**config.mk**
```make
export PLATFORM = sky130hd
export DESIGN_NAME = mem_arbiter
export DESIGN_NICKNAME = d
export VERILOG_FILES = /design/src/regex_pkg.sv /design/src/mem_arbiter.sv
export SDC_FILE = /design/constraint.sdc
export NUM_CORES = 1
export LEC_CHECK = 0
export BUFFER_PORTS_ARGS = -buffer_cell sky130_fd_sc_hd__buf_2
export CORE_AREA = 2 2 39 41
export CTS_CLUSTER_DIAMETER = 100
export DETAILED_ROUTE_END_ITERATION = 7
export DIE_AREA = 0 0 41 43
export SYNTH_ARGS = -nofsm -noshare
export SYNTH_HDL_FRONTEND = slang
export SYNTH_SLANG_ARGS = --single-unit
```
**constraint.sdc**
```tcl
create_clock -name clk -period 1 [get_ports clk]
set_input_delay 0.3 -clock clk [delete_from_list [all_inputs] [get_ports clk]]
set_output_delay 0.3 -clock clk [all_outputs]
set_load 0.005 [all_outputs]
```
**src/regex_pkg.sv**
```systemverilog
package regex_pkg;

    //////////////////////////////////////////////////////////////////////
    // widths

    localparam int REG_WIDTH        = 32;  // apb data and registers
    localparam int REG_OFF_WIDTH    = 3;   // word offset on paddr[4:2]
    localparam int APB_ADDR_WIDTH   = REG_OFF_WIDTH + 2;
    localparam int MEM_R_WIDTH      = 64;
    localparam int MEM_R_ADDR_WIDTH = 9;
    localparam int MEM_W_WIDTH      = 32;
    localparam int MEM_W_ADDR_WIDTH = 10;
    localparam int LANE_SEL_WIDTH   = 1;   // which 32-bit half of a read word
    localparam int CHAR_WIDTH       = 8;
    localparam int CHAR_SEL_WIDTH   = $clog2(MEM_R_WIDTH / CHAR_WIDTH);
    localparam int PC_WIDTH         = 8;

    //////////////////////////////////////////////////////////////////////
    // commands and status, one word each

    localparam logic [REG_WIDTH-1:0] CMD_NOP          = 0;
    localparam logic [REG_WIDTH-1:0] CMD_WRITE        = 1;
    localparam logic [REG_WIDTH-1:0] CMD_READ         = 2;
    localparam logic [REG_WIDTH-1:0] CMD_START        = 3;
    localparam logic [REG_WIDTH-1:0] CMD_RESTART      = 4;
    localparam logic [REG_WIDTH-1:0] CMD_READ_ELAPSED = 5;
    localparam logic [REG_WIDTH-1:0] CMD_RESET        = 6;

    localparam logic [REG_WIDTH-1:0] STATUS_IDLE      = 0;
    localparam logic [REG_WIDTH-1:0] STATUS_RUNNING   = 1;
    localparam logic [REG_WIDTH-1:0] STATUS_ACCEPTED  = 2;
    localparam logic [REG_WIDTH-1:0] STATUS_REJECTED  = 3;
    localparam logic [REG_WIDTH-1:0] STATUS_ERROR     = 4;

    // register map, word offsets
    localparam logic [REG_OFF_WIDTH-1:0] REG_DATA_IN   = 0;
    localparam logic [REG_OFF_WIDTH-1:0] REG_ADDRESS   = 1;
    localparam logic [REG_OFF_WIDTH-1:0] REG_START_PTR = 2;
    localparam logic [REG_OFF_WIDTH-1:0] REG_CMD       = 3;
    localparam logic [REG_OFF_WIDTH-1:0] REG_STATUS    = 4;  // read only
    localparam logic [REG_OFF_WIDTH-1:0] REG_DATA_OUT  = 5;  // read only

    // opcode sits in the top byte of an instruction
    localparam logic [CHAR_WIDTH-1:0] OP_CHAR   = 1;
    localparam logic [CHAR_WIDTH-1:0] OP_ANY    = 2;
    localparam logic [CHAR_WIDTH-1:0] OP_END    = 3;
    localparam logic [CHAR_WIDTH-1:0] OP_ACCEPT = 4;

    // lower address in the low half or low byte
    typedef union packed {
        logic [MEM_R_WIDTH/REG_WIDTH-1:0][REG_WIDTH-1:0]   instr;
        logic [MEM_R_WIDTH/CHAR_WIDTH-1:0][CHAR_WIDTH-1:0] chars;
    } mem_word_u;

endpackage
```
**src/mem_arbiter.sv**
```systemverilog
module mem_arbiter (
    input  logic                                   clk,
    input  logic                                   reset_master,
    input  logic                                   host_req,
    input  logic [regex_pkg::MEM_R_ADDR_WIDTH-1:0] host_addr,
    input  logic                                   eng_req,
    input  logic [regex_pkg::MEM_R_ADDR_WIDTH-1:0] eng_addr,
    output logic                                   eng_ready,
    output logic                                   host_rvalid,
    output logic                                   eng_rvalid,
    output logic                                   mem_r_valid,
    output logic [regex_pkg::MEM_R_ADDR_WIDTH-1:0] mem_r_addr
);
    logic eng_grant;
    logic host_grant;

    assign eng_ready   = 1'b1;  // engine always wins the port
    assign eng_grant   = eng_req && eng_ready;
    assign host_grant  = host_req && !eng_req;
    assign mem_r_valid = eng_grant || host_grant;
    assign mem_r_addr  = eng_req ? eng_addr : host_addr;

    // remember the owner for the returning data
    always_ff @(posedge clk)
    begin
        if (reset_master)
        begin
            eng_rvalid  <= 1'b0;
            host_rvalid <= 1'b0;
        end
        else
        begin
            eng_rvalid  <= eng_grant;
            host_rvalid <= host_grant;
        end
    end

    // one engine read in flight, the host gets the gap
    a_one_engine_read: assert property (@(posedge clk) disable iff (reset_master)
        eng_rvalid |-> !eng_req);

endmodule

```
After elaboration in Yosys (flattened, before gate mapping)
Index checks and enable logic that the tools add are counted.

storage, ports and cells
  bits in registers = 2
  output and inout bits = 13
  logic and storage cells = 6

operators by class
  mux-type cells = 1
  reductions and logical operators = 3

operators with widths
  operator           count
  9-bit two-way mux  1
  1-bit logical AND  1
  1-bit zero test    1
  1-bit logical OR   1

Longest topological paths before layout
  depth after elaboration = 3
  gate-level depth with buffers = 2

Least setup slack after synthesis
OpenSTA, ideal clock, no wires.

  path kind = input -> output
  start point = input eng_req
  end point = output mem_r_addr[0] (netlist bit)
  arrival = 0.729 ns
  setup slack = -0.029 ns
  stages on the path = 2
  cell sequence = buf_6 mux2_4

on the way
  longest elaborated chain between the ends = 1

RTL lines
  element            RTL line           source
  from (decl)        mem_arbiter.sv:6   input logic eng_req,
  9-bit two-way mux  mem_arbiter.sv:21  assign mem_r_addr = eng_req ? eng_addr : host_addr;
  to (decl)          mem_arbiter.sv:12  output logic [regex_pkg::MEM_R_ADDR_WIDTH-1:0] mem_r_addr

No other way between the ends.

Worst setup path in the final report
  start point = input eng_req
  end point = output mem_r_addr[3] (netlist bit)

Same word-level chain as after synthesis.

==> impl_metrics.yaml <==
status:
  status: "finished, violations left"
  violations: "setup timing"
timing:
  layout_setup_ws_ns: -0.132
  hold_violations: 0
  finalSetupViolCount: 10
  slew_viol_final: 0
  rsz0062_at_grt: "true"
  fmax_ghz: 0.884
  fin_crit_sh_pct: 113
  whs_ns: 0.251
  period_minus_slack_ns: 1.13
synth:
  synth.distinct_cells: 9
  synth-seq-cells: 2
  ys.flop_type: "dfxtp_1"
  synth_top_area_share_pct: 50.0
  synthCells: 17
  syn_area_um2: 210
  syn_nets: 39
  yosysMostFrequentCell: "mux2_4"
  synth_top_cells_by_count: "7 x mux2_4, 2 x dfxtp_1, 2 x mux2_2"
  synth_edf_count: 0
  yosys.area.top_type: "mux2_4"
  synth.avg_cell_area_um2: 12.4
  synth_area_leaders: "mux2_4 50%, dfxtp_1 19%, mux2_2 11%"
  ys_seq_area_share_pct: 19.0
  async_flop_share_pct: 0
  ys_warn_count: 0
drt:
  viasPerCell: 4.17
  wl_per_cell_um: 13.8
  first_iter_violations: 6
  dr.pass1.iters: 2
  wl_um: 967
  via_count: 292
  drc: 0
  antenna_left: 0
job:
  cap_violations: 0
cells_and_area:
  nets: 78
  instances_no_fill: 70
  post-route-util_pct: 38.1
  synthToLayoutAreaGrowth_pct: 151
  antennaDiodeCount: 0
  drive_gt1_share_pct: 88.9
die:
  die_y_um: 43
  rows: 14
  start_util_pct: 15.2
  boundaryPins: 35
  core_area_mm2: 0.00138
  die_x_um: 41
  die-area_mm2: 0.00176
power:
  p_total_w: 0.000473
  p_per_area_mw_per_mm2: 897
  leakage_nw: 0.293
  ir_drop_mv: 0.380
global_route:
  gr-total-overflow: 0
  grt_pass1_wl_um: 1210
  grt_pass1_vias: 299
  track_usage_pct: 11.4
  grt_start_max_net_pins: 7
  grt_antenna_before_repair: 0
placed_design:
  placed_cells: 65
  gp_congestion: 0.718
  numPortBuffers: 33
clock_tree:
  cts.sinks: 2
  cts.clk_slew.worst_paths_ns: 0.03
  cts_root_buf: "clkbuf_4"
  postCtsHoldBufs: 0
  cts_buffers: 3
  htree_num_levels: 1
  clockBufferDepth: 2
  cts_tree: "yes"
worst_setup_path:
  critical_path_required_ns: 0.70
  crit_chain: "buf_12 -> mux2_4 -> buf_6"
  crit_end: "mem_r_addr[3]"
  cp.depth: 3
  cp-end-kind: "output port"
  startpoint: "eng_req"
  startpoint_type: "input port"
  cp_data_arrival_time_ns: 0.83
  crit_path_top_delay_cell: "mux2_4"
  cp_num_buf_inv: 2
  max_stage_delay_ns: 0.30
  path_class: "in2out"
  critPathTopFamily: "multiplexers"
  critPathMaxFanout: 6
worst_hold_path:
  hold_path_class: "in2reg"
-- state kept, by name, summed over array words and instances (netlist names) --
register,count
host_rvalid,1
eng_rvalid,1
-- worst min-delay path by stage --
stage | from | endpoint | slack, ns | depth (start not counted)
after global placement | reset_master | eng_rvalid | 0.48 | 2
after detailed placement | reset_master | eng_rvalid | 0.48 | 2
final | reset_master | eng_rvalid | 0.25 | 2
after CTS | reset_master | eng_rvalid | 0.24 | 2
after floorplan | reset_master | eng_rvalid | 0.37 | 1
after global routing | reset_master | eng_rvalid | 0.24 | 2
-- power breakdown --
group,switching (W),internal (W)
logic,0.0000598,0.000152
clock network,0.0000438,0.000132
registers,0.000000859,0.0000842
-- kinds of logic after synthesis --
logic type / after synthesis / share of synthesized area, %
buf+inv: 2 / 8.93
mux: 9 / 60.7
simple gates: 3 / 9.53
flops: 2 / 19.0
other cells: 1 / 1.78
-- cell type report --
| type | count | area, um2 |
|---|---|---|
| Timing Repair Buffer | 36 | 285 |
| Clock buffer | 3 | 22.5 |
| Fill cell | 136 | 857 |
| Sequential cell | 2 | 40.0 |
| Multi-Input combinational cell | 13 | 159 |
| Tap cell | 16 | 20.0 |
-- through the flow --
stage | setup TNS, ns | cell area [um2] | setup WS (ns)
floorplan | -0.0791 | 219 | -0.0113
global placement | -3.03 | 384 | -0.343
detailed placement | -3.18 | 384 | -0.362
CTS | -1.14 | 502 | -0.137
global route | -1.25 | 527 | -0.141
finish | -1.14 | 527 | -0.132
-- repair_timing --
action | CTS | global route
pin swaps | 1 | 0
endpoints found under the setup margin | 10 | 10
gates cloned | 1 | 0
setup buffers | 1 | 0
resized for setup | 13 | 4
-- placed cells by master (no fill, tap or decap), types with 2 or more instances in the layout --
cell | synthesis | routed
buf_4 | 1 | 2
mux2_4 | 7 | 9
buf_6 | 1 | 10
clkbuf_4 | 0 | 3
buf_2 | 0 | 22
dfxtp_1 | 2 | 2
-- metal layers --
layer	up-vias	part of all wire, %	wire (um)	GRT usage [%]
li1	133	-	-	-
met1	122	37	360	12.4
met2	37	42	405	15.9
met3	0	21	200	9.42
met4	0	0	0	4.00
met5	-	0	0	0
(Power assumes the default switching activity.)
