## config.mk

```make
export PLATFORM = sky130hd
export DESIGN_NAME = apb_cmd_regs
export DESIGN_NICKNAME = d
export VERILOG_FILES = /design/src/regex_pkg.sv /design/src/apb_cmd_regs.sv
export SDC_FILE = /design/constraint.sdc
export NUM_CORES = 1
export LEC_CHECK = 0
export ABC_CLOCK_PERIOD_IN_PS = 5830
export BUFFER_PORTS_ARGS = -buffer_cell sky130_fd_sc_hd__buf_2
export CAP_MARGIN = 0
export CORE_ASPECT_RATIO = 1.1
export CORE_UTILIZATION = 25
export CTS_CLUSTER_SIZE = 28
export DETAILED_ROUTE_END_ITERATION = 8
export GPL_TIMING_DRIVEN = 1
export PLACE_DENSITY = 0.45
export REMOVE_ABC_BUFFERS = 1
export SLEW_MARGIN = 25
export SYNTH_ARGS = -nofsm -noshare
export SYNTH_HDL_FRONTEND = slang
export SYNTH_SLANG_ARGS = --single-unit
```

## constraint.sdc

```tcl
create_clock -name clk -period 5.83 [get_ports clk]
set_input_delay 0.583 -clock clk [delete_from_list [all_inputs] [get_ports clk]]
set_output_delay 0.583 -clock clk [all_outputs]
set_load 0.05 [all_outputs]
```

## src/regex_pkg.sv

```systemverilog
package regex_pkg;

    //////////////////////////////////////////////////////////////////////
    // widths

    localparam int REG_WIDTH        = 32;  // apb data and registers
    localparam int REG_OFF_WIDTH    = 3;   // word offset on paddr[4:2]
    localparam int APB_ADDR_WIDTH   = REG_OFF_WIDTH + 2;
    localparam int MEM_R_WIDTH      = 64;
    localparam int MEM_R_ADDR_WIDTH = 9;
    localparam int MEM_W_WIDTH      = 32;
    localparam int MEM_W_ADDR_WIDTH = 10;
    localparam int LANE_SEL_WIDTH   = 1;   // which 32-bit half of a read word
    localparam int CHAR_WIDTH       = 8;
    localparam int CHAR_SEL_WIDTH   = $clog2(MEM_R_WIDTH / CHAR_WIDTH);
    localparam int PC_WIDTH         = 8;

    //////////////////////////////////////////////////////////////////////
    // commands and status, one word each

    localparam logic [REG_WIDTH-1:0] CMD_NOP          = 0;
    localparam logic [REG_WIDTH-1:0] CMD_WRITE        = 1;
    localparam logic [REG_WIDTH-1:0] CMD_READ         = 2;
    localparam logic [REG_WIDTH-1:0] CMD_START        = 3;
    localparam logic [REG_WIDTH-1:0] CMD_RESTART      = 4;
    localparam logic [REG_WIDTH-1:0] CMD_READ_ELAPSED = 5;
    localparam logic [REG_WIDTH-1:0] CMD_RESET        = 6;

    localparam logic [REG_WIDTH-1:0] STATUS_IDLE      = 0;
    localparam logic [REG_WIDTH-1:0] STATUS_RUNNING   = 1;
    localparam logic [REG_WIDTH-1:0] STATUS_ACCEPTED  = 2;
    localparam logic [REG_WIDTH-1:0] STATUS_REJECTED  = 3;
    localparam logic [REG_WIDTH-1:0] STATUS_ERROR     = 4;

    // register map, word offsets
    localparam logic [REG_OFF_WIDTH-1:0] REG_DATA_IN   = 0;
    localparam logic [REG_OFF_WIDTH-1:0] REG_ADDRESS   = 1;
    localparam logic [REG_OFF_WIDTH-1:0] REG_START_PTR = 2;
    localparam logic [REG_OFF_WIDTH-1:0] REG_CMD       = 3;
    localparam logic [REG_OFF_WIDTH-1:0] REG_STATUS    = 4;  // read only
    localparam logic [REG_OFF_WIDTH-1:0] REG_DATA_OUT  = 5;  // read only

    // opcode sits in the top byte of an instruction
    localparam logic [CHAR_WIDTH-1:0] OP_CHAR   = 1;
    localparam logic [CHAR_WIDTH-1:0] OP_ANY    = 2;
    localparam logic [CHAR_WIDTH-1:0] OP_END    = 3;
    localparam logic [CHAR_WIDTH-1:0] OP_ACCEPT = 4;

    // lower address in the low half or low byte
    typedef union packed {
        logic [MEM_R_WIDTH/REG_WIDTH-1:0][REG_WIDTH-1:0]   instr;
        logic [MEM_R_WIDTH/CHAR_WIDTH-1:0][CHAR_WIDTH-1:0] chars;
    } mem_word_u;

endpackage
```

## src/apb_cmd_regs.sv

```systemverilog
module apb_cmd_regs (
    input  logic                                 clk,
    input  logic                                 reset_master,
    input  logic                                 psel,
    input  logic                                 penable,
    input  logic                                 pwrite,
    input  logic [regex_pkg::APB_ADDR_WIDTH-1:0] paddr,
    input  logic [regex_pkg::REG_WIDTH-1:0]      pwdata,
    output logic [regex_pkg::REG_WIDTH-1:0]      prdata,
    output logic                                 pready,
    output logic                                 pslverr,
    output logic [regex_pkg::REG_WIDTH-1:0]      data_in,
    output logic [regex_pkg::REG_WIDTH-1:0]      address,
    output logic [regex_pkg::REG_WIDTH-1:0]      start_ptr,
    output logic [regex_pkg::REG_WIDTH-1:0]      cmd,
    input  logic [regex_pkg::REG_WIDTH-1:0]      status,
    input  logic [regex_pkg::REG_WIDTH-1:0]      data_out
);
    import regex_pkg::*;

    logic [REG_OFF_WIDTH-1:0] offset;
    logic                     access;
    logic                     bad_addr;
    logic                     read_only;
    logic                     wr_en;

    assign offset    = paddr[APB_ADDR_WIDTH-1 -: REG_OFF_WIDTH];
    assign access    = psel && penable;
    assign bad_addr  = paddr[1:0] != 2'b00 || offset > REG_DATA_OUT;  // misaligned or unmapped
    assign read_only = offset == REG_STATUS || offset == REG_DATA_OUT;

    assign pready  = access;  // no wait states
    assign pslverr = access && (bad_addr || (pwrite && read_only));
    assign wr_en   = access && pwrite && !pslverr;

    //////////////////////////////////////////////////////////////////////
    // writable registers

    always_ff @(posedge clk)
    begin
        if (reset_master)
        begin
            cmd <= CMD_NOP;
        end
        else if (wr_en && offset == REG_CMD)
        begin
            cmd <= pwdata;
        end
    end

    always_ff @(posedge clk)
    begin
        if (wr_en)
        begin
            case (offset)
                REG_DATA_IN:   data_in   <= pwdata;
                REG_ADDRESS:   address   <= pwdata;
                REG_START_PTR: start_ptr <= pwdata;
                default:       ;  // cmd handled above
            endcase
        end
    end

    // read mux
    always_comb
    begin
        case (offset)
            REG_DATA_IN:   prdata = data_in;
            REG_ADDRESS:   prdata = address;
            REG_START_PTR: prdata = start_ptr;
            REG_CMD:       prdata = cmd;
            REG_STATUS:    prdata = status;
            REG_DATA_OUT:  prdata = data_out;
            default:       prdata = '0;
        endcase
    end

    // every access phase follows its setup phase
    a_pready_after_setup: assert property (@(posedge clk) disable iff (reset_master)
        pready |-> $past(psel && !penable));

endmodule

```

# ---- Yosys cells after proc, flatten, opt, wreduce, memory -nomap -nowiden
# Index checks and enable logic that the tools add are counted.
dict set report classes {
  add_sub_neg 0
  mul 0
  div 0
  order_cmp 1
  n_eq_ne 5
  shifts 0
  mux 1
  n_bitwise 0
  reduce_logical 15
}
# op count
set op_table {}
lappend op_table {{$pmux 32 s6} 1}
lappend op_table {{$eq 3x2->1 const B} 2}
lappend op_table {{$eq 3x3->1 const B} 2}
lappend op_table {{$logic_and 1x1->1} 6}
lappend op_table {{$reduce_and 2->1} 3}
lappend op_table {{$eq 3x1->1 const B} 1}
lappend op_table {{$gt 3x3->1 const B} 1}
lappend op_table {{$logic_not 3->1} 1}
lappend op_table {{$logic_or 1x1->1} 3}
lappend op_table {{$reduce_bool 2->1} 1}
lappend op_table {{$logic_not 1->1} 1}
dict set report totals {
  regBits 128
  latch_bits 0
  ram_bits 0
  romBits 0
  inputBits 106
  output_inout_bits 162
  word_cells 26
  mem_count 0
}

# ---- Logic depth before layout (Yosys ltp)
dict set report logic_depth {
  ltp_word 8
  depth_mapped 6
  ltp_nobuf 3
}

# ---- Least setup slack after synthesis
# Ideal clock, no wire load.
dict set report synth_path {
  path_kind {input port to flip-flop}
  startpoint {input paddr[4] (netlist bit)}
  endpoint {register data_in[0] (netlist bit), enable pin}
  setup_ns 0.502
  arrival_ns 4.350
  slack_ns 0.978
  stages 5
  cell_sequence {buf_6 buf_4 buf_2 buf_2 nor4_1}
}
dict set report synth_via {
  elab_chain_len 8
  elab_cells_between_ends 12
  classes_between {1 x order compare; 2 x eq/ne; 9 x reduce/logical}
}
# item line_no
set synth_lines {}
lappend synth_lines {{start, declared} apb_cmd_regs.sv:7} ;# input logic [regex_pkg::APB_ADDR_WIDTH-1:0] paddr,
lappend synth_lines {{parallel branches: the longest is 7 deep, another holds $gt 3x3->1} -}
lappend synth_lines {{$reduce_and 2->1 (no line) (*)} -}
lappend synth_lines {{end signal, assigned} apb_cmd_regs.sv:56} ;# REG_DATA_IN: data_in <= pwdata;
lappend synth_lines {{end, declared} apb_cmd_regs.sv:12} ;# output logic [regex_pkg::REG_WIDTH-1:0] data_in,
# Mark *: on every way between the ends.
# A chain may end at the register's enable or synchronous reset.

# ---- Worst setup path in the final report
dict set report layout_path {
  startpoint {input paddr[3] (netlist bit)}
  endpoint {output prdata[0] (netlist bit)}
}
dict set report layout_via {
  elab_chain_len 2
  elab_cells_between_ends 7
  classes_between {5 x eq/ne; 1 x mux; 1 x reduce/logical}
}
# item line_no
set layout_lines {}
lappend layout_lines {{$eq 3x3->1 (tied with other cells)} apb_cmd_regs.sv:67} ;# case (offset)
lappend layout_lines {{$pmux 32 s6 (*)} apb_cmd_regs.sv:67}
lappend layout_lines {{end, declared} apb_cmd_regs.sv:9} ;# output logic [regex_pkg::REG_WIDTH-1:0] prdata,
# Every way passes the cells marked *; elsewhere a longest branch is shown, timed or not.

==> impl_metrics.tcl <==
set metrics [dict create \
    status "complete, no violations" \
    synth-seq-cells 128 \
    grt_overflow 0 \
    hold_viol 0 \
    maxSlewViolCount 0 \
    die_h_um 165 \
    grt_pass1_wl_mm 28.8 \
    skew_ns 0 \
    global_route.usage.met1_pct 20.3 \
    tightest_slew_ns 0.963 \
    power_mw 2.27 \
    worst_ep_required_time_ns 5.25 \
    avgRoutedWirePerCell_um 19.0 \
    final_cell_mix "266 x buf_2, 96 x edfxtp_1, 65 x nand2b_1, 61 x mux2i_1, 32 x dfxtp_1" \
    async_flop_share_pct 0 \
    r2r-start "cmd[10]" \
    numCtsBuffers 17 \
    vias_per_cell 4.63 \
    synthFlopType "edfxtp_1" \
    portBuffers 267 \
    cts-resized-gates 0 \
    cts_setup_buffers 0 \
    vias 4785 \
    dr.pass1.iters 5 \
    finalCritPeriodShare_pct 56.9 \
    ir_drop_mv 0.178 \
    die_x_um 150 \
    busiest_layer "met2" \
    synth-compound-area-share_pct 9.96 \
    grt_util_met2_pct 26.2 \
    fp.dieArea_um2 24700 \
    syn_area_um2 6030 \
    yosysWarnings 0 \
    place_ws_ns 2.49 \
    r2r_end "cmd[10]" \
    htree_levels 4 \
    clk_pin_slew_worst_paths_ns 0.06 \
    cts.sinks 128 \
    synth_top_family_by_area "multiplexers" \
    cts_buffer_depth 2 \
    synth_xor_area_share_pct 0 \
    period_needed_ns 3.32 \
    cts_tree "done" \
    clockRootBuffer "clkbuf_16" \
    synth_cell_types 33 \
    layout_setup_ws_ns 2.51 \
    grt_setup_unrepaired "false" \
    synth_simple_gate_area_share_pct 11.7 \
    start_util_pct 25.4 \
    fmaxAchievable_mhz 301 \
    slew_headroom_pct 35.7 \
    min-delay-start "pwdata[24]" \
    hold_buffers 0 \
    r2r_slack_ns 5.18 \
    antenna_found_initial 1 \
    start_kind "primary input" \
    grt_usage_pct 15.8 \
    worstPathArrival_ns 2.74 \
    drive_gt1_share_pct 47.9 \
    yosys.area_share.adder_pct 0 \
    coreArea_um2 23700 \
    synth_mux_area_share_pct 16.3 \
    synth_cells 457 \
    final_common_cell "buf_2" \
    drc 0 \
    setup-tns-final_ns 0 \
    drt_first_iter_violations 195 \
    whs_endpoint "start_ptr[24]" \
    synth_edf_count 96 \
    area_growth_pct 36.2 \
    nets 821 \
    dpl.hpwl_mm 13.6 \
    place_congestion 0.785 \
    hold_depth 1 \
    finalSetupViolations 0 \
    drt.antenna.violating_nets 0 \
    grt_pass1_vias 4795 \
    pin_count 268 \
    grt_max_degree 65 \
    diodes 0 \
    worstSetupPathType "in2out" \
    grtUsageMet3_pct 3.98 \
    clock_latency_ns 0.40 \
    synth_seq_area_share_pct 58.4 \
    path_max_fanout 40 \
    hold_class "in2reg" \
    leakage_nw 3.35 \
    power.density_nw_per_um2 276 \
    syn_area_per_cell_um2 13.2 \
    maxCapViolCount 0 \
    end_kind "output port" \
    reg2reg_depth 2 \
    wirelength_mm 19.6 \
    rows 59 \
]
[report_power, final]
part           switching (mW)  internal (mW)
combinational           0.177         0.0895
sequential            0.00165          0.981
clock                   0.407          0.610
total                   0.586           1.68
[Yosys cell counts, types with 4 or more instances]
cell type	count	area, um2
nand2b_1	65	407
a21oi_1	16	80.1
inv_1	4	15.0
a221oi_1	18	158
buf_6	4	45.0
o221ai_1	11	96.3
and3b_1	10	87.6
nand2_1	13	48.8
nor2_1	10	37.5
dfxtp_1	32	641
a22oi_1	11	82.6
buf_4	4	30.0
o32a_1	8	80.1
mux2_2	31	349
o21ai_0	13	65.1
edfxtp_1	96	2880
clkbuf_1	16	60.1
mux2i_1	61	611
buf_2	14	70.1
[how the worst max path moves through the flow]
stage | startpoint | to | slack, ns | cells after the start
2_1_floorplan | paddr[1] | data_in[0] | 1.40 | 3
6_report | paddr[3] | prdata[0] | 2.51 | 7
3_5_place_dp | paddr[3] | prdata[17] | 2.49 | 7
5_1_grt | paddr[3] | prdata[7] | 2.33 | 7
3_3_place_gp | paddr[3] | prdata[0] | 2.56 | 7
4_1_cts | paddr[3] | prdata[17] | 2.47 | 7
[critical path: stages]
cell,delay [ns]
buf_2,0.17
buf_4,0.50
nor2b_2,0.44
buf_4,0.36
a22oi_1,0.16
o221ai_1,0.20
buf_2,0.30
[layer usage]
metal  part of all wire [%]  vias to the layer above
met2                     49                      194
met5                  0.041                        -
met1                     45                     2315
li1                       -                     2263
met4                   0.61                        2
met3                    6.2                       11
[registers in the layout, summed over array words and instances (netlist names)]
register   count
data_in       32
address       32
cmd           32
start_ptr     32
[metrics by stage]
| step | cell area (um2) | instances | hold slack [ns] | utilization, % |
|---|---|---|---|---|
| 6_report | 8210 | 1033 | 0.386 | 34.6 |
| 5_1_grt | 8210 | 1033 | 0.360 | 34.6 |
| 4_1_cts | 8210 | 1033 | 0.363 | 34.6 |
| 3_5_place_dp | 7640 | 1001 | 0.479 | 32.2 |
| 3_3_place_gp | 7640 | 1001 | 0.471 | 32.2 |
| 2_1_floorplan | 5820 | 419 | 0.682 | - |
[kinds of logic after synthesis]
family                 after synthesis
AOI/OAI and AO/OA                   82
buffers and inverters               42
and+or+nand+nor                    112
muxes                               93
DFF                                128
[final cells by class]
cell class	count	area, um2
Fill cell	2390	15500
Timing Repair Buffer	277	1410
Clock inverter	12	113
Sequential cell	128	3520
Tap cell	305	382
Multi-Input combinational cell	287	2310
Clock buffer	20	457
Inverter	4	15.0
No activity file was read; power rests on OpenSTA's default activity.
