--- src/regex_pkg.sv ---
package regex_pkg;

    //////////////////////////////////////////////////////////////////////
    // widths

    localparam int REG_WIDTH        = 32;  // apb data and registers
    localparam int REG_OFF_WIDTH    = 3;   // word offset on paddr[4:2]
    localparam int APB_ADDR_WIDTH   = REG_OFF_WIDTH + 2;
    localparam int MEM_R_WIDTH      = 64;
    localparam int MEM_R_ADDR_WIDTH = 9;
    localparam int MEM_W_WIDTH      = 32;
    localparam int MEM_W_ADDR_WIDTH = 10;
    localparam int LANE_SEL_WIDTH   = 1;   // which 32-bit half of a read word
    localparam int CHAR_WIDTH       = 8;
    localparam int CHAR_SEL_WIDTH   = $clog2(MEM_R_WIDTH / CHAR_WIDTH);
    localparam int PC_WIDTH         = 8;

    //////////////////////////////////////////////////////////////////////
    // commands and status, one word each

    localparam logic [REG_WIDTH-1:0] CMD_NOP          = 0;
    localparam logic [REG_WIDTH-1:0] CMD_WRITE        = 1;
    localparam logic [REG_WIDTH-1:0] CMD_READ         = 2;
    localparam logic [REG_WIDTH-1:0] CMD_START        = 3;
    localparam logic [REG_WIDTH-1:0] CMD_RESTART      = 4;
    localparam logic [REG_WIDTH-1:0] CMD_READ_ELAPSED = 5;
    localparam logic [REG_WIDTH-1:0] CMD_RESET        = 6;

    localparam logic [REG_WIDTH-1:0] STATUS_IDLE      = 0;
    localparam logic [REG_WIDTH-1:0] STATUS_RUNNING   = 1;
    localparam logic [REG_WIDTH-1:0] STATUS_ACCEPTED  = 2;
    localparam logic [REG_WIDTH-1:0] STATUS_REJECTED  = 3;
    localparam logic [REG_WIDTH-1:0] STATUS_ERROR     = 4;

    // register map, word offsets
    localparam logic [REG_OFF_WIDTH-1:0] REG_DATA_IN   = 0;
    localparam logic [REG_OFF_WIDTH-1:0] REG_ADDRESS   = 1;
    localparam logic [REG_OFF_WIDTH-1:0] REG_START_PTR = 2;
    localparam logic [REG_OFF_WIDTH-1:0] REG_CMD       = 3;
    localparam logic [REG_OFF_WIDTH-1:0] REG_STATUS    = 4;  // read only
    localparam logic [REG_OFF_WIDTH-1:0] REG_DATA_OUT  = 5;  // read only

    // opcode sits in the top byte of an instruction
    localparam logic [CHAR_WIDTH-1:0] OP_CHAR   = 1;
    localparam logic [CHAR_WIDTH-1:0] OP_ANY    = 2;
    localparam logic [CHAR_WIDTH-1:0] OP_END    = 3;
    localparam logic [CHAR_WIDTH-1:0] OP_ACCEPT = 4;

    // lower address in the low half or low byte
    typedef union packed {
        logic [MEM_R_WIDTH/REG_WIDTH-1:0][REG_WIDTH-1:0]   instr;
        logic [MEM_R_WIDTH/CHAR_WIDTH-1:0][CHAR_WIDTH-1:0] chars;
    } mem_word_u;

endpackage
--- src/regex_engine.sv ---
module regex_engine (
    input  logic                                   clk,
    input  logic                                   reset_master,
    input  logic                                   engine_clear,
    input  logic                                   start_ready,
    input  logic [regex_pkg::REG_WIDTH-1:0]        start_ptr,
    output logic                                   start_valid,
    output logic                                   eng_req,
    output logic [regex_pkg::MEM_R_ADDR_WIDTH-1:0] eng_addr,
    input  logic                                   eng_ready,
    input  logic                                   eng_rvalid,
    input  regex_pkg::mem_word_u                   mem_r_data,
    output logic                                   finish,
    output logic                                   accept,
    output logic                                   error
);
    import regex_pkg::*;

    logic                                       busy;
    logic                                       fetch_char;  // 0 instruction, 1 character
    logic                                       waiting;     // read in flight
    logic                                       rdone;
    logic [PC_WIDTH-1:0]                        pc;
    logic [CHAR_SEL_WIDTH+MEM_R_ADDR_WIDTH-1:0] text_ptr;    // byte address
    logic [CHAR_WIDTH-1:0]                      op_q;
    logic [CHAR_WIDTH-1:0]                      lit_q;
    logic [REG_WIDTH-1:0]                       cur_instr;
    logic [CHAR_WIDTH-1:0]                      cur_op;
    logic [CHAR_WIDTH-1:0]                      cur_char;
    logic                                       char_ok;

    assign start_valid = start_ready && !busy;
    assign eng_req     = busy && !waiting;  // held until accepted
    assign rdone       = eng_rvalid && waiting;
    assign eng_addr    = fetch_char ? text_ptr[CHAR_SEL_WIDTH +: MEM_R_ADDR_WIDTH]
                                    : MEM_R_ADDR_WIDTH'(pc[PC_WIDTH-1:LANE_SEL_WIDTH]);

    // same word seen as instructions or as characters
    assign cur_instr = mem_r_data.instr[pc[LANE_SEL_WIDTH-1:0]];
    assign cur_op    = cur_instr[REG_WIDTH-1 -: CHAR_WIDTH];
    assign cur_char  = mem_r_data.chars[text_ptr[CHAR_SEL_WIDTH-1:0]];

    always_comb
    begin
        case (op_q)
            OP_CHAR: char_ok = cur_char == lit_q;
            OP_ANY:  char_ok = cur_char != '0;
            OP_END:  char_ok = cur_char == '0;
            default: char_ok = 1'b0;
        endcase
    end

    //////////////////////////////////////////////////////////////////////
    // control, finish and error are single pulses

    always_ff @(posedge clk)
    begin
        if (reset_master || engine_clear)
        begin
            busy       <= 1'b0;
            fetch_char <= 1'b0;
            waiting    <= 1'b0;
            finish     <= 1'b0;
            accept     <= 1'b0;
            error      <= 1'b0;
        end
        else
        begin
            finish <= 1'b0;
            accept <= 1'b0;
            error  <= 1'b0;
            if (start_valid)
            begin
                busy       <= 1'b1;
                fetch_char <= 1'b0;
            end
            else if (eng_req && eng_ready)
            begin
                waiting <= 1'b1;
            end
            else if (rdone)
            begin
                waiting <= 1'b0;
                if (!fetch_char)
                begin
                    case (cur_op)
                        OP_CHAR, OP_ANY, OP_END: fetch_char <= 1'b1;
                        OP_ACCEPT:
                        begin
                            finish <= 1'b1;
                            accept <= 1'b1;
                            busy   <= 1'b0;
                        end
                        default:
                        begin
                            error <= 1'b1;  // unknown opcode
                            busy  <= 1'b0;
                        end
                    endcase
                end
                else
                begin
                    fetch_char <= 1'b0;
                    if (!char_ok || op_q == OP_END)
                    begin
                        finish <= 1'b1;
                        accept <= char_ok;  // end of text matched
                        busy   <= 1'b0;
                    end
                    else if (&pc)
                    begin
                        error <= 1'b1;  // pc would wrap
                        busy  <= 1'b0;
                    end
                end
            end
        end
    end

    always_ff @(posedge clk)
    begin
        if (start_valid)
        begin
            pc       <= '0;
            text_ptr <= start_ptr[$bits(text_ptr)-1:0];
        end
        else if (rdone && !fetch_char)
        begin
            op_q  <= cur_op;
            lit_q <= cur_instr[CHAR_WIDTH-1:0];
        end
        else if (rdone && char_ok)
        begin
            pc       <= pc + 1'b1;  // next instruction and next char
            text_ptr <= text_ptr + 1'b1;
        end
    end

endmodule

--- config.mk ---
export PLATFORM = sky130hd
export DESIGN_NAME = regex_engine
export DESIGN_NICKNAME = d
export VERILOG_FILES = /design/src/regex_pkg.sv /design/src/regex_engine.sv
export SDC_FILE = /design/constraint.sdc
export NUM_CORES = 1
export LEC_CHECK = 0
export BUFFER_PORTS_ARGS = -buffer_cell sky130_fd_sc_hd__buf_2
export CORE_UTILIZATION = 40
export DETAILED_ROUTE_END_ITERATION = 8
export PLACE_DENSITY_LB_ADDON = 0.25
export SETUP_SLACK_MARGIN = 0.5
export SLEW_MARGIN = 5
export SYNTH_ARGS = -nofsm -noshare
export SYNTH_HDL_FRONTEND = slang
export SYNTH_SLANG_ARGS = --single-unit
--- constraint.sdc ---
create_clock -name clk -period 9.7 [get_ports clk]
set_clock_uncertainty 0.1 [all_clocks]
set_input_delay 0.485 -clock clk [delete_from_list [all_inputs] [get_ports clk]]
set_output_delay 0.485 -clock clk [all_outputs]
set_load 0.05 [all_outputs]
* Yosys cells after proc, flatten, opt, wreduce, memory -nomap -nowiden
Cells that the tools add are included. W data, S select, Z words.
Storage, ports and cells: flip-flop bits (word level) 42, logic and storage cells 87, latch bits 0, output and inout bits 14, memories 0, RAM bits 0, input port bits 102, bits in read-only memories 0
Operators by class: magnitude comparators 2, bitwise operators 4, divide/modulo/power cells 0, add/subtract/negate cells 2, reduce and logical (&&, ||, !) cells 28, shifts and indexed selects 0, equal/unequal tests 12, multiply operators 0, mux-type cells 29
Operators with widths (count):
- $mux W32 | 2
- $mux W12 | 3
- $eq A8 B2 Y1 const B | 4
- $bmux W8 S3 | 1
- $mux W1 | 20
- $eq A8 B1 Y1 const B | 2
- $add A12 B1 Y12 const B | 1
- $reduce_and A2 Y1 | 5
- $mux W9 | 1
- $add A8 B1 Y8 const B | 1
- $eq A8 B3 Y1 const B | 1
- $eq A8 B8 Y1 | 1
- $logic_not A8 Y1 | 1
- $mux W8 | 1
- $reduce_and A8 Y1 | 1
- $reduce_bool A8 Y1 | 1
- $reduce_or A4 Y1 | 2
- $logic_and A1 B1 Y1 | 6
- $reduce_bool A2 Y1 | 3
- $logic_not A1 Y1 | 4
- $lt A3 B4 Y1 const B | 1
- $ne A2 B2 Y1 const B | 2
- $ne A4 B2 Y1 const B | 1
- $not A1 Y1 | 4
- other kinds (7) | 8

* Depth between registers and ports, before layout
depth in word-level cells 11, depth in mapped cells 12

* Least setup slack after synthesis
OpenSTA, ideal clock, no wires.
path kind flip-flop to flip-flop, start point register text_ptr[0], end point register text_ptr[0], enable pin, setup time 0.334 ns, arrival 2.728 ns, stages on the path, launching flop included 11, period minus slack after synthesis 3.162 ns, setup slack 6.538 ns, data required time 9.266 ns, buffers on the path 3, cell sequence edfxtp_1 > buf_6 > buf_6 > mux4_2 > o31ai_1 > nand2_1 > or4_4 > and4b_4 > a211oi_4 > buf_6 > nand2_1
On the way: longest elaborated chain between the ends 7, elaborated cells between the ends (all ways) 9, classes of those cells eq/ne (1); mux (3); reduce/logical (5)
RTL lines:
- from (decl) | RTL line regex_engine.sv:24 | logic [CHAR_SEL_WIDTH+MEM_R_ADDR_WIDTH-1:0] text_ptr;
- from (signal assigned) | RTL line regex_engine.sv:125 | text_ptr <= start_ptr[$bits(text_ptr)-1:0];
- from (signal assigned) | RTL line regex_engine.sv:135 | text_ptr <= text_ptr + 1'b1;
- $bmux W8 S3 * | RTL line regex_engine.sv:41 | assign cur_char = mem_r_data.chars[text_ptr[CHAR_SEL_WIDTH-1:0]];
- $mux W8 (implied by the code) * | RTL line regex_engine.sv:41
- $eq A8 B8 Y1, or another cell as far along | RTL line regex_engine.sv:46 | OP_CHAR: char_ok = cur_char == lit_q;
- $pmux W1 S3 * | RTL line regex_engine.sv:45 | case (op_q)
- $logic_and A1 B1 Y1 * | RTL line regex_engine.sv:132 | else if (rdone && char_ok)
- $reduce_bool A2 Y1 (no source line) *
- $reduce_and A2 Y1 (no source line) *
Every way passes the cells marked *; elsewhere a longest branch is shown, timed or not. The select of a mux whose other input is x is not followed. A chain may end at the register's enable or synchronous reset.

* Final worst setup path
start point register text_ptr[0], end point register text_ptr[7], enable pin
Same word-level chain as after synthesis.

==> results_dict.tcl <==
set metrics [dict create \
    avgSynthCellArea_sq_um 10.6 \
    io_pins 116 \
    worstMarginPinSlew_ps 981 \
    port_buffers 95 \
    drv_slew 0 \
    max_freq_mhz 236 \
    synth_top_area_cell "edfxtp_1" \
    via_count 2517 \
    htreeDepth 2 \
    cp_cell_sequence "buf_4 > mux4_2 > mux2i_1 > o311ai_1 > or4_4 > and4b_4 > a211oi_4 > nand2_1" \
    setup_viol 0 \
    wire_per_inst_um 15.8 \
    drv_cap 0 \
    synth_seq_cells 42 \
    cp.arrival_ps 4050 \
    power_leakage_nw 1.47 \
    cts_resized 0 \
    crit_family "simple AND/OR/NAND/NOR gates" \
    post_cts_buffers 0 \
    area_delta_synth_final_pct 20.7 \
    grt_pass1_wl_um 11700 \
    antenna_left 0 \
    cts_buffer_depth 2 \
    setup.worst_path.start_class "flop" \
    layout-drive-gt1-share 0.386 \
    firstDrtPassIters 4 \
    dieHeight_um 88.0 \
    antenna_cells 0 \
    final_util 0.512 \
    crit_buf_inv 1 \
    syn_inst 280 \
    vdd_drop_max_mv 0.0758 \
    synth_edf_count 28 \
    synth_top_flop_cell "edfxtp_1" \
    r2r_end "text_ptr[7]" \
    via_per_inst 5.40 \
    grt_use_total 0.201 \
    holdPathStages 2 \
    startpoint "text_ptr[0]" \
    root_buffer "clkbuf_8" \
    routed_wl_um 7350 \
    hp-class "in2reg" \
    crit_path_end "text_ptr[7]" \
    period_share 0.436 \
    period_minus_slack_ps 4230 \
    start_util 0.424 \
    worstReg2RegStart "text_ptr[0]" \
    slew_headroom 0.345 \
    path_depth 8 \
    hold_viol 0 \
    die-width_um 88.0 \
    coreArea_sq_mm 0.00698 \
    drc 0 \
    synth_async_sr_flop_share 0 \
    path_clk_slew_ps 80 \
    ys_seq_area_frac 0.379 \
    synth.distinct_cells 50 \
    clkLatencyLatePin_ps 300 \
    status "finished, final reports clean" \
    grt_max_degree 32 \
    setup_tns_ps 0 \
    die-area_sq_mm 0.00775 \
    fp-row-count 30 \
    netlist_area_sq_mm 0.00296 \
    reg2reg_depth 8 \
    antenna_found_initial 1 \
    grt_pass1_vias 2570 \
    rsz0062_at_grt "false" \
    slowest_delay_ps 560 \
    cts_sinks 42 \
    synth.area.top_cells "edfxtp_1 28%, dfxtp_1 9.5%, mux2_2 8.4%, mux4_2 8.4%, mux2i_1 6.8%" \
    p_per_area_mw_per_mm2 115 \
    cp_max_fo 31 \
    nFillCells 658 \
    required_ps 9520 \
    hold_buffers 0 \
    yosysTopAreaCellShare 0.284 \
    endpoint_kind "flop" \
    worst_slack_ps 5470 \
    cts_made_buffers 5 \
    critical_path_class "reg2reg" \
    cp_slowest_cell "mux4_2" \
    nets 473 \
    r2r_slack_ps 5470 \
    dpl.hpwl_um 5650 \
    grt-ovfl-total 0 \
    cts_tree "yes" \
    finalWeightedCongestion 0.832 \
    ys.warnings.count 0 \
    post-place-ws_ps 5450 \
    synth_fp_nets 384 \
    drtIter0Drc 147 \
]
-- synth_stat cells (all sizes together) (9+ instances only) --
cell type,instances
a21oi,9
and3,9
buf,9
dfxtp,14
edfxtp,28
mux2,22
mux2i,20
mux4,11
nand2,23
nand3,15
nor2,16
o21ai,16
xor2,13
-- final cells by class --
class                   count  area (sq um)  area share
clock buffers               7          86.3      0.0242
clock inverters             1          5.00     0.00140
inverters                   3          11.3     0.00315
multi-input cells         220          1740       0.487
flip-flops and latches     42          1120       0.314
well taps                  96           120      0.0336
repair buffers             97           490       0.137
-- cells by family (layout without fill, tap and decap cells) --
group           count (synthesis)  count (layout)  share of synthesized area
fa+ha+maj                       2               2                    0.00845
buf+inv                        18             108                     0.0342
compound gates                 46              46                      0.103
simple gates                  102             102                      0.191
flops                          42              42                      0.379
mux                            53              53                      0.235
xor+xnor                       17              17                     0.0503
-- power breakdown --
| part | total, mW | leakage [nW] | switching (mW) | internal (mW) |
|---|---|---|---|---|
| logic | 0.0891 | 1.05 | 0.0451 | 0.0440 |
| clock network | 0.116 | 0.0482 | 0.0590 | 0.0574 |
| registers | 0.206 | 0.374 | 0.00838 | 0.198 |
| total | 0.411 | 1.47 | 0.112 | 0.299 |
-- per-stage QoR --
stage | hold WS, ps | area [sq um] | total power, mW | std cells
2_1_floorplan | 336 | 2960 | 0.268 | 280
3_3_place_gp | 360 | 3480 | 0.297 | 458
3_5_place_dp | 373 | 3480 | 0.299 | 458
4_1_cts | 282 | 3570 | 0.416 | 466
5_1_grt | 302 | 3570 | 0.432 | 466
6_report | 292 | 3570 | 0.411 | 466
-- how the worst min path moves through the flow --
| stage | start | to | slack (ps) |
|---|---|---|---|
| after floorplan | busy | busy | 340 |
| after global placement | busy | busy | 360 |
| after detailed placement | busy | busy | 370 |
| after CTS | reset_master | waiting | 280 |
| after global routing | engine_clear | fetch_char | 300 |
| final | engine_clear | waiting | 290 |
-- per-layer routing --
metal,GRT usage,part of all wire,up-vias
li1,-,-,1247
met1,0.234,0.41,1164
met2,0.362,0.50,95
met3,0.0500,0.077,9
met4,0.0660,0.011,2
met5,0,0.0014,-
-- cell usage in the layout (no fill, tap or decap), drive strengths merged, types with 2 or more instances in the layout --
cell    netlist  layout
a21oi         9       9
a22o          2       2
a22oi         4       4
a31oi         2       2
and2          6       6
and3          9       9
buf           9      97
clkbuf        6       7
clkinv        2       3
dfxtp        14      14
edfxtp       28      28
ha            2       2
mux2         22      22
mux2i        20      20
mux4         11      11
nand2        23      23
nand2b        2       2
nand3        15      15
nand4         4       4
nor2         16      16
nor2b         5       5
nor3          5       5
nor4          4       4
o211ai        4       4
o21a          2       2
o21ai        16      16
or3           3       3
or4           5       5
xnor2         4       4
xor2         13      13
-- sequential cells by signal, summed over array words and instances, names as in the netlist, 8 cells and up --
name      cells
pc            8
lit_q         8
text_ptr     12
op_q          8
(Power assumes the default switching activity.)
